File: src/design/flash_emu_pkg.sv
package flash_emu_pkg;

	//////////////////////////////////////////////////////////////////////
	// widths
	//////////////////////////////////////////////////////////////////////

	// flash byte address as seen on the spi bus
	localparam int ADDR_W = 24;
	// index into the on-chip store
	localparam int MEM_AW = 12;
	// store depth, addresses wrap modulo this
	localparam int MEM_DEPTH = 1 << MEM_AW;
	localparam int BYTE_W = 8;
	// logged length, saturates at all ones
	localparam int LEN_W = 8;

	//////////////////////////////////////////////////////////////////////
	// spi flash commands and identity
	//////////////////////////////////////////////////////////////////////

	// normal read, followed by three address bytes
	localparam logic [BYTE_W-1:0] CMD_READ = 8'h03;
	// read jedec id, no address
	localparam logic [BYTE_W-1:0] CMD_READ_ID = 8'h9f;
	// manufacturer, memory type, capacity; sent msb first
	localparam logic [ADDR_W-1:0] JEDEC_ID = 24'h5a4018;

	//////////////////////////////////////////////////////////////////////
	// log output
	//////////////////////////////////////////////////////////////////////

	// clk cycles per serial bit
	localparam int BAUD_DIV = 8;
	// three address bytes and one length byte
	localparam int LOG_BYTES = 4;

endpackage

File: src/design/spi_device.sv
`timescale 1ns/1ps

module spi_device (
	input  logic clk,
	input  logic reset,
	// raw pins from the host spi master
	input  logic spi_cs_n_i,
	input  logic spi_sck_i,
	input  logic spi_mosi_i,
	output logic spi_miso_o,
	output logic spi_miso_oe_o,
	// byte side, all in clk
	output logic [flash_emu_pkg::BYTE_W-1:0] rx_data_o,
	output logic rx_strobe_o,
	output logic rx_cmd_o,
	output logic cs_active_o,
	input  logic [flash_emu_pkg::BYTE_W-1:0] tx_data_i,
	output logic tx_strobe_o,
	input  logic miso_en_i
);
	// two stage synchronizers, index 1 is the safe one
	logic [1:0] cs_sync;
	logic [1:0] sck_sync;
	logic [1:0] mosi_sync;
	// previous synchronized sck for edge detect
	logic sck_prev;
	logic sck_rise;
	logic sck_fall;
	// bit position within the current byte
	logic [$clog2(flash_emu_pkg::BYTE_W)-1:0] bit_cnt;
	// set until the first byte after chip select falls is complete
	logic first_byte;
	logic [flash_emu_pkg::BYTE_W-1:0] rx_shift;
	logic [flash_emu_pkg::BYTE_W-1:0] tx_shift;

	assign cs_active_o = !cs_sync[1];
	// edges only count while selected
	assign sck_rise = sck_sync[1] && !sck_prev && cs_active_o;
	assign sck_fall = !sck_sync[1] && sck_prev && cs_active_o;

	// mode 0, msb first out of the shift register
	assign spi_miso_o = tx_shift[flash_emu_pkg::BYTE_W-1];
	assign spi_miso_oe_o = cs_active_o && miso_en_i;

	always_ff @(posedge clk or posedge reset)
	begin
		if (reset)
		begin
			cs_sync <= 2'b11;
			sck_sync <= 2'b00;
			sck_prev <= 1'b0;
			bit_cnt <= '0;
			first_byte <= 1'b1;
			rx_strobe_o <= 1'b0;
			rx_cmd_o <= 1'b0;
			tx_strobe_o <= 1'b0;
		end
		else
		begin
			cs_sync <= {cs_sync[0], spi_cs_n_i};
			sck_sync <= {sck_sync[0], spi_sck_i};
			sck_prev <= sck_sync[1];
			rx_strobe_o <= 1'b0;
			tx_strobe_o <= 1'b0;

			if (!cs_active_o)
			begin
				// deselected, next byte is a command again
				bit_cnt <= '0;
				first_byte <= 1'b1;
			end
			else if (sck_rise)
			begin
				bit_cnt <= bit_cnt + 1'b1;
				if (&bit_cnt)
				begin
					// eighth bit in, hand the byte over
					rx_strobe_o <= 1'b1;
					rx_cmd_o <= first_byte;
					first_byte <= 1'b0;
				end
			end
			// the falling edge at a byte boundary loads the next tx byte
			else if (sck_fall && bit_cnt == '0)
				tx_strobe_o <= 1'b1;
		end
	end

	// shift registers and received data
	always_ff @(posedge clk)
	begin
		mosi_sync <= {mosi_sync[0], spi_mosi_i};
		if (sck_rise)
		begin
			rx_shift <= {rx_shift[flash_emu_pkg::BYTE_W-2:0], mosi_sync[1]};
			if (&bit_cnt)
				rx_data_o <= {rx_shift[flash_emu_pkg::BYTE_W-2:0], mosi_sync[1]};
		end
		if (sck_fall)
		begin
			if (bit_cnt == '0)
				tx_shift <= tx_data_i;
			else
				tx_shift <= {tx_shift[flash_emu_pkg::BYTE_W-2:0], 1'b0};
		end
	end

endmodule

File: config.mk
export PLATFORM = sky130hd
export DESIGN_NAME = spi_device
export DESIGN_NICKNAME = d
export VERILOG_FILES = /design/src/design/flash_emu_pkg.sv /design/src/design/spi_device.sv
export SDC_FILE = /design/constraint.sdc
export NUM_CORES = 1
export LEC_CHECK = 0
export BUFFER_PORTS_ARGS = -buffer_cell sky130_fd_sc_hd__buf_2
export CAP_MARGIN = 20
export CORE_AREA = 2 2 61 63
export DETAILED_ROUTE_END_ITERATION = 10
export DIE_AREA = 0 0 63 65
export PLACE_DENSITY = 0.66
export SETUP_SLACK_MARGIN = 0.4
export SKIP_CTS_REPAIR_TIMING = 1
export SLEW_MARGIN = 40
export SYNTH_ARGS = -nofsm -noshare
export SYNTH_HDL_FRONTEND = slang
export SYNTH_SLANG_ARGS = --single-unit
File: constraint.sdc
create_clock -name clk -period 2.63 [get_ports clk]
set_clock_uncertainty 0.15 [all_clocks]
set_input_delay 0.1315 -clock clk [delete_from_list [all_inputs] [get_ports clk]]
set_output_delay 0.1315 -clock clk [all_outputs]
set_load 0.02 [all_outputs]
# Word level (Yosys, flattened, before mapping)
# Cells that the tools add are included.
classes:
  add_sub_neg: 1
  mux: 12
  bitwise: 1
  n_reduce_logical: 16
ops:
  columns: ["operator", "count"]
  rows:
  - ["1-bit two-way mux", 9]
  - ["8-bit two-way mux", 1]
  - ["1-bit logical AND", 6]
  - ["3-bit two-way mux", 2]
  - ["5-bit AND reduction", 1]
  - ["4-bit AND reduction", 1]
  - ["2-bit nonzero test", 2]
  - ["3-bit by 1-bit adder with 3-bit output, second input constant", 1]
  - ["1-bit zero test", 3]
  - ["3-bit zero test", 1]
  - ["3-bit AND reduction", 1]
  - ["2-bit AND reduction", 1]
  - ["1-bit inverter", 1]
totals:
  reg_bits: 37
  input_bits: 14
  output_inout_bits: 14
  word_cells: 43

# Logic depth before layout (Yosys ltp)
# Gate-level depths: netlist of the first run.
depth:
  ltp_word: 7
  mapped_depth: 5
  ltp_nobuf: 4

# Least setup slack after synthesis of the first run
# No wires, ideal clock.
synth_timing:
  path_kind: "register -> register"
  startpoint: "register cs_sync[1]"
  endpoint: "register rx_data_o[0] (netlist name) (enable)"
  setup_time_ns: 0.383
  arrival_ns: 1.549
  required_ns: 2.097
  slack_ns: 0.548
  stages_incl_launch_ff: 5
  period_less_slack_ns: 2.082
  cell_sequence: "dfstp_2 -> buf_6 -> nor3b_4 -> nand2_1 -> nor3_1"
synth_via:
  elab_chain_len: 3
synth_lines:
  columns: ["element", "line_no", "source"]
  rows:
  - ["start: declaration", "spi_device.sv:22", "logic [1:0] cs_sync;"]
  - ["start signal: assignment", "spi_device.sv:60", "cs_sync <= {cs_sync[0], spi_cs_n_i};"]
  - ["1-bit zero test", "spi_device.sv:36", "assign cs_active_o = !cs_sync[1];"]
  - ["1-bit logical AND", "spi_device.sv:38", "assign sck_rise = sck_sync[1] && !sck_prev && cs_active_o;"]
  - ["via sck_rise", "spi_device.sv:27", "logic sck_rise;"]
  - ["4-bit AND reduction (no line)", null, null]
  - ["end signal: assignment", "spi_device.sv:97", "rx_data_o <= {rx_shift[flash_emu_pkg::BYTE_W-2:0], mosi_sync[1]};"]
  - ["end: declaration", "spi_device.sv:13", "output logic [flash_emu_pkg::BYTE_W-1:0] rx_data_o,"]
# The timed path passes the listed nets, and every way through them passes these cells.
# A chain may end at the register's enable or synchronous reset.

# Worst setup path after layout of the first run
layout_timing:
  startpoint: "register bit_cnt[0] (netlist name)"
  endpoint: "register tx_shift[1] (netlist name), data pin"
layout_via:
  elab_chain_len: 2
layout_lines:
  columns: ["element", "line_no", "source"]
  rows:
  - ["start: declaration", "spi_device.sv:30", "logic [$clog2(flash_emu_pkg::BYTE_W)-1:0] bit_cnt;"]
  - ["start signal: assignment", "spi_device.sv:74", "bit_cnt <= bit_cnt + 1'b1;"]
  - ["3-bit zero test", "spi_device.sv:101", "if (bit_cnt == '0)"]
  - ["8-bit two-way mux", "spi_device.sv:101", null]
  - ["end signal: assignment", "spi_device.sv:102", "tx_shift <= tx_data_i;"]
  - ["end signal: assignment", "spi_device.sv:104", "tx_shift <= {tx_shift[flash_emu_pkg::BYTE_W-2:0], 1'b0};"]
  - ["end: declaration", "spi_device.sv:34", "logic [flash_emu_pkg::BYTE_W-1:0] tx_shift;"]
# No other way between the ends.

==> results.yml, run 1 <==
clock_tree:
  cts.htree.levels: 2
  cts_buffer_depth: 2
  cts_root_buf: "clkbuf_4"
  clkTransAtPathRegs_ns: 0.11
  cts_buffers: 5
  cts_num_sinks: 37
  cts_tree: "built"
  worst_skew_pair.late_latency_ns: 0.33
floorplan:
  die_h_um: 65
  core_area_sq_mm: 0.00350
  ioPinCount: 28
  die_x_um: 63
  fp-row-count: 22
  design.die.area_sq_mm: 0.00410
  start_util_pct: 38.1
sta:
  hold_violations: 0
  worst_pin_slew_ns: 0.671
  setup_viol: 0
  fin_crit_ns: 1.98
  rsz0062_at_grt: "no"
  fin_crit_sh_pct: 75.4
  fmax_mhz: 504
  hold_ws_ns: 0.177
  slew_viol_final: 0
  slew_headroom_pct: 55.1
  finalSetupTns_ns: 0
worst_setup_path:
  start_kind: "register"
  cp_top_family: "simple AND/OR/NAND/NOR gates"
  r2r_slack_ns: 0.65
  cp-end-kind: "register"
  crit_chain: "inv_1, ha_1, nor2b_1, mux2_2"
  timing.rr.start: "bit_cnt[0]"
  reg2reg_to: "tx_shift[1]"
  path_max_fanout: 9
  crit_type: "reg -> reg"
  path_buf_inv: 1
  required_ns: 2.58
  cp_slowest_cell: "nor2b_1"
  cp_slowest_stage_delay_ns: 0.55
  r2r_cells: 4
  worst_ep_arrival_time_ns: 1.93
yosys:
  synth_nets: 90
  synth_area_leaders: "edfxtp_1 52%, dfrtp_1 17%, dfstp_2 5.9%, mux2_2 5.9%, dfxtp_1 3.0%"
  synthTopCellsByCount: "23 x edfxtp_1, 9 x dfrtp_1, 7 x mux2_2"
  async_flop_share_pct: 32.4
  ys.flop_type: "edfxtp_1"
  ys_warn_count: 0
  postSynthCellCount: 73
  yosysMostFrequentCell: "edfxtp_1"
  synth_cell_types: 22
  synth_seq_cells: 37
  synth_seq_area_share_pct: 77.7
  synth-edff-count: 23
  netlist_area_sq_mm: 0.00133
  synth.largest_area_cell: "edfxtp_1"
  synth_area_per_cell_sq_um: 18.2
  synth_top_area_share_pct: 51.9
global_route:
  grt_pass1_wl_um: 3020
  overflow: 0
  antenna_found_initial: 0
  track_usage_pct: 10.7
  first_global_vias: 691
  grt_max_degree: 13
drt:
  routed_wirelength_um: 1860
  ant_nets: 0
  wl_per_cell_um: 11.1
  num_vias: 716
  initialDrtViolationCount: 8
  drt-pass1-iter-count: 2
  viasPerCell: 4.26
  drt_drc_violations_left: 0
run_status:
  run_status: "finished, final reports clean"
finish:
  diodes: 0
  drive_above_1_share_pct: 42.5
  syn2layout_area_growth_pct: 29.5
  fin_nets: 136
pwr:
  pwr-share-clk_pct: 34.4
  intPower_uw: 874
  power_switching_uw: 216
  switching_share_pct: 19.8
  vdd_ir_drop_max_mv: 0.438
  power_frac_comb_pct: 6.4
  seq_power_share_pct: 59.2
  leakagePower_nw: 0.709
  power.density_mw_per_mm2: 632
flow_run:
  cap_violations: 0
place:
  finalWeightedCongestion: 0.635
  dp_hpwl_um: 1300
  portBuffers: 27
hold_path:
  hold_path_class: "in -> async"
==> worst max-delay path by stage <==
stage / startpoint / end / depth (start not counted)
finish: bit_cnt[0] / tx_shift[1] / 4
global route: bit_cnt[0] / tx_shift[6] / 4
CTS: bit_cnt[0] / tx_shift[1] / 4
detailed placement: bit_cnt[0] / tx_shift[1] / 4
global placement: bit_cnt[0] / tx_shift[3] / 4
floorplan: cs_sync[1] / rx_data_o[0] / 4
==> cells by family after synthesis <==
family / count (synthesis) / share of synthesized area [%]
XOR/XNOR: 1 / 0.658
adder cells (fa/ha/maj): 3 / 2.82
buffers and inverters: 6 / 2.35
flip-flops: 37 / 77.7
multiplexers: 10 / 8.55
AND/OR/NAND/NOR: 16 / 7.89
==> metal layers <==
| metal | global-route usage, % | up-vias | share of wire [%] | routed length (um) |
|---|---|---|---|---|
| li1 | - | 351 | - | - |
| met1 | 11.5 | 340 | 43 | 796 |
| met2 | 16.2 | 21 | 50 | 927 |
| met3 | 4.17 | 4 | 4.7 | 88 |
| met4 | 10.0 | 0 | 2.8 | 52 |
| met5 | 0 | - | 0 | 0 |
==> worst reg2reg max path, cell delays in order (launching register included) <==
cell,delay [ns]
dfrtp_1,0.42
inv_1,0.09
ha_1,0.13
nor2b_1,0.55
mux2_2,0.41
==> through the flow <==
| step | cells | total power, mW | cell area, sq um | setup WS [ns] | util [%] |
|---|---|---|---|---|---|
| floorplan | 73 | 0.697 | 1330 | 0.548 | - |
| global placement | 148 | 0.712 | 1530 | 0.695 | 43.6 |
| detailed placement | 148 | 0.716 | 1530 | 0.606 | 43.6 |
| CTS | 156 | 1.10 | 1600 | 0.602 | 45.9 |
| global route | 168 | 1.14 | 1720 | 0.502 | 49.3 |
| finish | 168 | 1.09 | 1720 | 0.647 | 49.3 |
==> area by class of cell <==
| cell class | instances | area (sq um) |
|---|---|---|
| repair buffers | 41 | 270 |
| clock buffers | 5 | 37.5 |
| fillers | 313 | 1770 |
| flip-flops and latches | 37 | 1030 |
| multi-input cells | 30 | 265 |
| well taps | 48 | 60.1 |
| clock inverters | 3 | 41.3 |
| inverters | 4 | 15.0 |
==> cell usage in the layout, fill, tap and decap left out, drive strengths merged, types with 2 or more instances in the layout <==
master / n
edfxtp: 23
mux2i: 2
buf: 29
clkbuf: 5
dfrtp: 9
dlygate4sd3: 12
nor2: 5
dfxtp: 2
mux2: 8
dfstp: 3
ha: 3
nor3b: 2
nor2b: 2
inv: 4
and2: 3
==> flip-flops by register name (all words and copies together) (netlist names) <==
register / flops
bit_cnt: 3
rx_data_o: 8
tx_strobe_o: 1
tx_shift: 8
cs_sync: 2
first_byte: 1
rx_shift: 7
rx_cmd_o: 1
mosi_sync: 2
sck_prev: 1
sck_sync: 2
rx_strobe_o: 1
==> power by group through the flow <==
stage | clock network, mW | registers, mW | logic [mW]
3_5_place_dp | 0 | 0.658 | 0.0582
4_1_cts | 0.394 | 0.645 | 0.0582
6_report | 0.375 | 0.645 | 0.0701
3_3_place_gp | 0 | 0.656 | 0.0552
5_1_grt | 0.419 | 0.647 | 0.0780
2_1_floorplan | 0 | 0.655 | 0.0416
Power figures use the tool's default switching activity.
==> inputs of run 2 (changes only) <==
==> constraint.sdc (replaced) <==
create_clock -name clk -period 1.9 [get_ports clk]
set_clock_uncertainty 0.15 [all_clocks]
set_input_delay 0.095 -clock clk [delete_from_list [all_inputs] [get_ports clk]]
set_output_delay 0.095 -clock clk [all_outputs]
set_load 0.02 [all_outputs]
==> run 2 against run 1 <==
Fmax rose by 22%. Flip-flop and latch count did not move. Utilization grew 4.5 points. Global-route usage shrank 0.34 points. Power increased by 43%. Cell count is 5.4% higher. Design area grew 9.1%. Highest routed layer unchanged. Via count is 5.4% higher. Critical endpoint is now tx_shift[3]. Clock power is 38% higher. First-iteration DRC count increased by 75%. Setup slack got worse by 0.37 ns.
==> results.yml, run 2 (synthesized netlist as in run 1, its figures left out) <==
finish:
  reg_top3: "rx_data_o: 8 flops, tx_shift: 8 flops, rx_shift: 7 flops"
  fin_nets: 145
  drive_above_1_share_pct: 50.4
  final_cell_mix: "26 x buf_2, 23 x edfxtp_1, 12 x dlygate4sd3_1, 9 x dfrtp_1, 8 x mux2_4"
  final_common_cell: "buf_2"
  diodes: 0
  syn2layout_area_growth_pct: 41.4
  regArea_sq_mm: 0.00103
  multi_input_area_sq_um: 325
  fillCellCount: 300
place:
  portBuffers: 27
  place_ws_ns: 0.197
  finalWeightedCongestion: 0.677
  dp_hpwl_um: 1350
worst_setup_path:
  path_buf_inv: 2
  path_max_fanout: 8
  cp_slowest_cell: "dfrtp_1"
  cp_slowest_stage_delay_ns: 0.40
  crit_type: "reg -> reg"
  crit_chain: "inv_2, ha_4, nor2b_4, buf_8, mux2_4"
  worst_ep_arrival_time_ns: 1.57
  required_ns: 1.85
  start_kind: "register"
  cp-end-kind: "register"
  cp_top_family: "flip-flops"
global_route:
  track_usage_pct: 10.4
  grt_pass1_wl_um: 3040
  grt_max_degree: 13
  overflow: 0
  first_global_vias: 675
  antenna_found_initial: 0
clock_tree:
  clkTransAtPathRegs_ns: 0.11
  worst_skew_pair.late_latency_ns: 0.34
  cts_num_sinks: 37
  cts_tree: "built"
  cts_buffers: 5
  cts_root_buf: "clkbuf_4"
  cts_buffer_depth: 2
  cts.htree.levels: 2
floorplan:
  ioPinCount: 28
  core_area_sq_mm: 0.00350
  fp-row-count: 22
  start_util_pct: 38.1
  die_h_um: 65
  design.die.area_sq_mm: 0.00410
  die_x_um: 63
sta:
  hold_ws_ns: 0.146
  rsz0062_at_grt: "yes"
  setup_viol: 0
  slew_viol_final: 0
  hold_violations: 0
  setup_ws_ns: 0.276
  worst_pin_slew_ns: 0.444
  fmax_mhz: 616
  slew_headroom_pct: 70.4
  fin_crit_sh_pct: 85.5
  finalSetupTns_ns: 0
  fin_crit_ns: 1.62
pwr:
  leakagePower_nw: 0.825
  power.density_mw_per_mm2: 828
  vdd_ir_drop_max_mv: 0.490
drt:
  num_vias: 755
  ant_nets: 0
  drt_drc_violations_left: 0
  wl_per_cell_um: 12.4
  initialDrtViolationCount: 14
  drt-pass1-iter-count: 4
  viasPerCell: 4.27
  routed_wirelength_um: 2190
hold_path:
  hold_path_class: "in -> async"
flow_run:
  cap_violations: 0
run_status:
  run_status: "finished, final reports clean"
[run 2: cell count changes in the layout (fill, tap and decap cells not counted), moves of 2 or more]
cell / previous run / this run
inv_2: 0 / 2
mux2_2: 7 / 0
buf_4: 2 / 7
buf_6: 0 / 3
mux2_4: 1 / 8
inv_1: 4 / 2
[run 2: per-stage QoR]
step,area [sq um],util [%],power [mW],cells
floorplan,1370,-,0.980,73
global placement,1570,44.9,1.01,149
detailed placement,1570,44.9,1.01,149
CTS,1650,47.1,1.52,157
global route,1880,53.8,1.64,177
finish,1880,53.8,1.56,177
[run 2: layer usage]
layer / vias to the layer above / part of all wire [%] / GRT usage [%] / wire, um
li1: 367 / - / - / -
met2: 22 / 50 / 15.6 / 1100
met5: - / 0 / 0 / 0
met1: 362 / 42 / 12.0 / 924
met3: 4 / 5.8 / 5.90 / 127
met4: 0 / 1.7 / 5.00 / 37
[run 2: path summary, 6_finish.rpt]
kind	startpoint	endpoint	slack, ns	cells past startpoint
max in group asynchronous	reset	first_byte	1.12	3
min in group clk	mosi_sync[0]	mosi_sync[1]	0.18	0
worst min-delay path	reset	sck_sync[0]	0.15	3
worst max register to register	bit_cnt[0]	tx_shift[3]	0.28	5
worst min register to register	mosi_sync[0]	mosi_sync[1]	0.18	0
worst max-delay path	bit_cnt[0]	tx_shift[3]	0.28	5
[run 2: cell type report]
type / instances / share of cell area, %
inverters: 4 / 0.798
well taps: 48 / 3.19
clock inverters: 2 / 1.80
clock buffers: 6 / 2.19
multi-input cells: 30 / 17.3
repair buffers: 50 / 19.7
flip-flops and latches: 37 / 55.0
[run 2: worst reg2reg max path, cell delays in order (launching register included)]
cell     delay [ns]
dfrtp_1        0.40
inv_2          0.11
ha_4           0.14
nor2b_4        0.15
buf_8          0.15
mux2_4         0.30
[run 2: report_power, final]
group          total (mW)  internal (mW)  switching, mW  leakage [nW]
registers           0.892          0.880         0.0124         0.376
logic               0.150         0.0938         0.0559         0.409
clock network       0.516          0.274          0.242        0.0399
==> inputs of run 3 (changes only) <==
--- a/config.mk
+++ b/config.mk
@@ -7,10 +7,12 @@
 export LEC_CHECK = 0
 export BUFFER_PORTS_ARGS = -buffer_cell sky130_fd_sc_hd__buf_2
 export CAP_MARGIN = 20
+export CELL_PAD_IN_SITES_DETAIL_PLACEMENT = 0
+export CELL_PAD_IN_SITES_GLOBAL_PLACEMENT = 1
 export CORE_AREA = 2 2 61 63
 export DETAILED_ROUTE_END_ITERATION = 10
 export DIE_AREA = 0 0 63 65
-export PLACE_DENSITY = 0.66
+export PLACE_DENSITY = 0.75
 export SETUP_SLACK_MARGIN = 0.4
 export SKIP_CTS_REPAIR_TIMING = 1
 export SLEW_MARGIN = 40
==> run 3 against run 2 <==
Sequential power hardly changed. Worst hold slack lost 0.015 ns. Global-route usage shrank 0.14 points. Critical path depth decreased by 1. Non-clock buffer count is 3 higher. Clock power grew 2%. Fmax is 0.99% higher. Die area did not move. Cell count up 1.7%. Routed wire length fell by 0.46%. Register-to-register slack improved by 0.02 ns. Clock-buffer cell count down 1. Critical endpoint is now rx_data_o[6]. Largest cell class unchanged.
==> results.yml, run 3 (synthesized netlist as in run 1, its figures left out) <==
run_status:
  run_status: "finished, final reports clean"
worst_setup_path:
  start_kind: "register"
  path_max_fanout: 8
  r2r_slack_ns: 0.29
  reg2reg_to: "rx_data_o[6]"
  crit_type: "reg -> reg"
  worst_ep_arrival_time_ns: 1.53
  r2r_cells: 4
  cp-end-kind: "register"
  required_ns: 1.82
  critPathLaunch: "sck_prev"
  timing.rr.start: "sck_prev"
sta:
  slew_headroom_pct: 70.0
  rsz0062_at_grt: "yes"
  finalSetupTns_ns: 0
  fin_crit_sh_pct: 84.6
  fmax_mhz: 622
  fin_crit_ns: 1.61
  hold_violations: 0
  slew_viol_final: 0
  worst_pin_slew_ns: 0.450
  setup_viol: 0
clock_tree:
  worst_skew_pair.late_latency_ns: 0.34
  cts_buffers: 5
  cts.htree.levels: 2
  cts_tree: "built"
  clkTransAtPathRegs_ns: 0.12
  cts_root_buf: "clkbuf_4"
  cts_buffer_depth: 2
  cts_num_sinks: 37
drt:
  routed_wirelength_um: 2180
  drt_drc_violations_left: 0
  wl_per_cell_um: 12.1
  num_vias: 776
  ant_nets: 0
  drt-pass1-iter-count: 2
  initialDrtViolationCount: 22
  viasPerCell: 4.31
finish:
  final_cell_mix: "26 x buf_2, 23 x edfxtp_1, 12 x dlygate4sd3_1, 11 x buf_4, 9 x dfrtp_1"
  syn2layout_area_growth_pct: 42.6
  fillCellCount: 278
  drive_above_1_share_pct: 51.5
  final_common_cell: "buf_2"
  fin_nets: 148
  diodes: 0
  reg_top3: "rx_data_o: 8 flops, tx_shift: 8 flops, rx_shift: 7 flops"
global_route:
  first_global_vias: 688
  track_usage_pct: 10.3
  grt_pass1_wl_um: 3000
  antenna_found_initial: 0
  overflow: 0
  grt_max_degree: 13
floorplan:
  ioPinCount: 28
  fp-row-count: 22
  die_h_um: 65
  core_area_sq_mm: 0.00350
  die_x_um: 63
  design.die.area_sq_mm: 0.00410
  start_util_pct: 38.1
pwr:
  power.density_mw_per_mm2: 825
  finalPower_mw: 1.57
  leakagePower_nw: 0.834
  vdd_ir_drop_max_mv: 0.416
place:
  finalWeightedCongestion: 0.661
  portBuffers: 27
  dp_hpwl_um: 1310
hold_path:
  hold_path_class: "in -> async"
flow_run:
  cap_violations: 0
run 3: report_power, final:
part,switching [mW],internal (mW)
clock,0.254,0.272
combinational,0.0556,0.0923
sequential,0.0111,0.880
total,0.321,1.24
run 3: worst max-delay path by stage:
| stage | depth (start not counted) | slack (ns) | to |
|---|---|---|---|
| final | 4 | 0.29 | rx_data_o[6] |
| after global routing | 5 | 0.26 | tx_shift[5] |
| after CTS | 5 | 0.22 | tx_shift[5] |
| after detailed placement | 5 | 0.22 | tx_shift[1] |
| after global placement | 5 | 0.25 | tx_shift[6] |
| after floorplan | 4 | 0.16 | rx_data_o[0] |
run 3: final cells by class:
| class | instances | area [sq um] | share of cell area, % |
|---|---|---|---|
| clock inverter | 3 | 41.3 | 2.18 |
| timing repair buffer | 53 | 387 | 20.4 |
| sequential | 37 | 1030 | 54.5 |
| inverter | 4 | 15.0 | 0.791 |
| multi-input combinational | 30 | 323 | 17.0 |
| tap | 48 | 60.1 | 3.16 |
| clock buffer | 5 | 37.5 | 1.98 |
run 3: metal layers:
metal / up-vias / part of all wire, % / track usage [%]
li1: 373 / - / -
met4: 0 / 2.7 / 5.00
met1: 376 / 41 / 11.0
met2: 21 / 52 / 16.2
met5: - / 0 / 0
met3: 6 / 4.8 / 5.90
run 3: critical path: stages (launching register included):
cell and delay, ns:
dfrtp_1 0.43, nor3b_4 0.23, nand2_1 0.14, nor3_4 0.24, buf_12 0.15
run 3: per-stage QoR:
stage	setup WS, ns	instance area, sq um	std cells	hold WS [ns]	util, %
6_report	0.292	1900	180	0.130	54.3
5_1_grt	0.263	1900	180	0.158	54.3
4_1_cts	0.216	1650	157	-0.411	47.2
3_5_place_dp	0.223	1570	149	-0.0233	44.9
3_3_place_gp	0.254	1570	149	-0.0405	44.9
2_1_floorplan	0.155	1370	73	-0.192	-
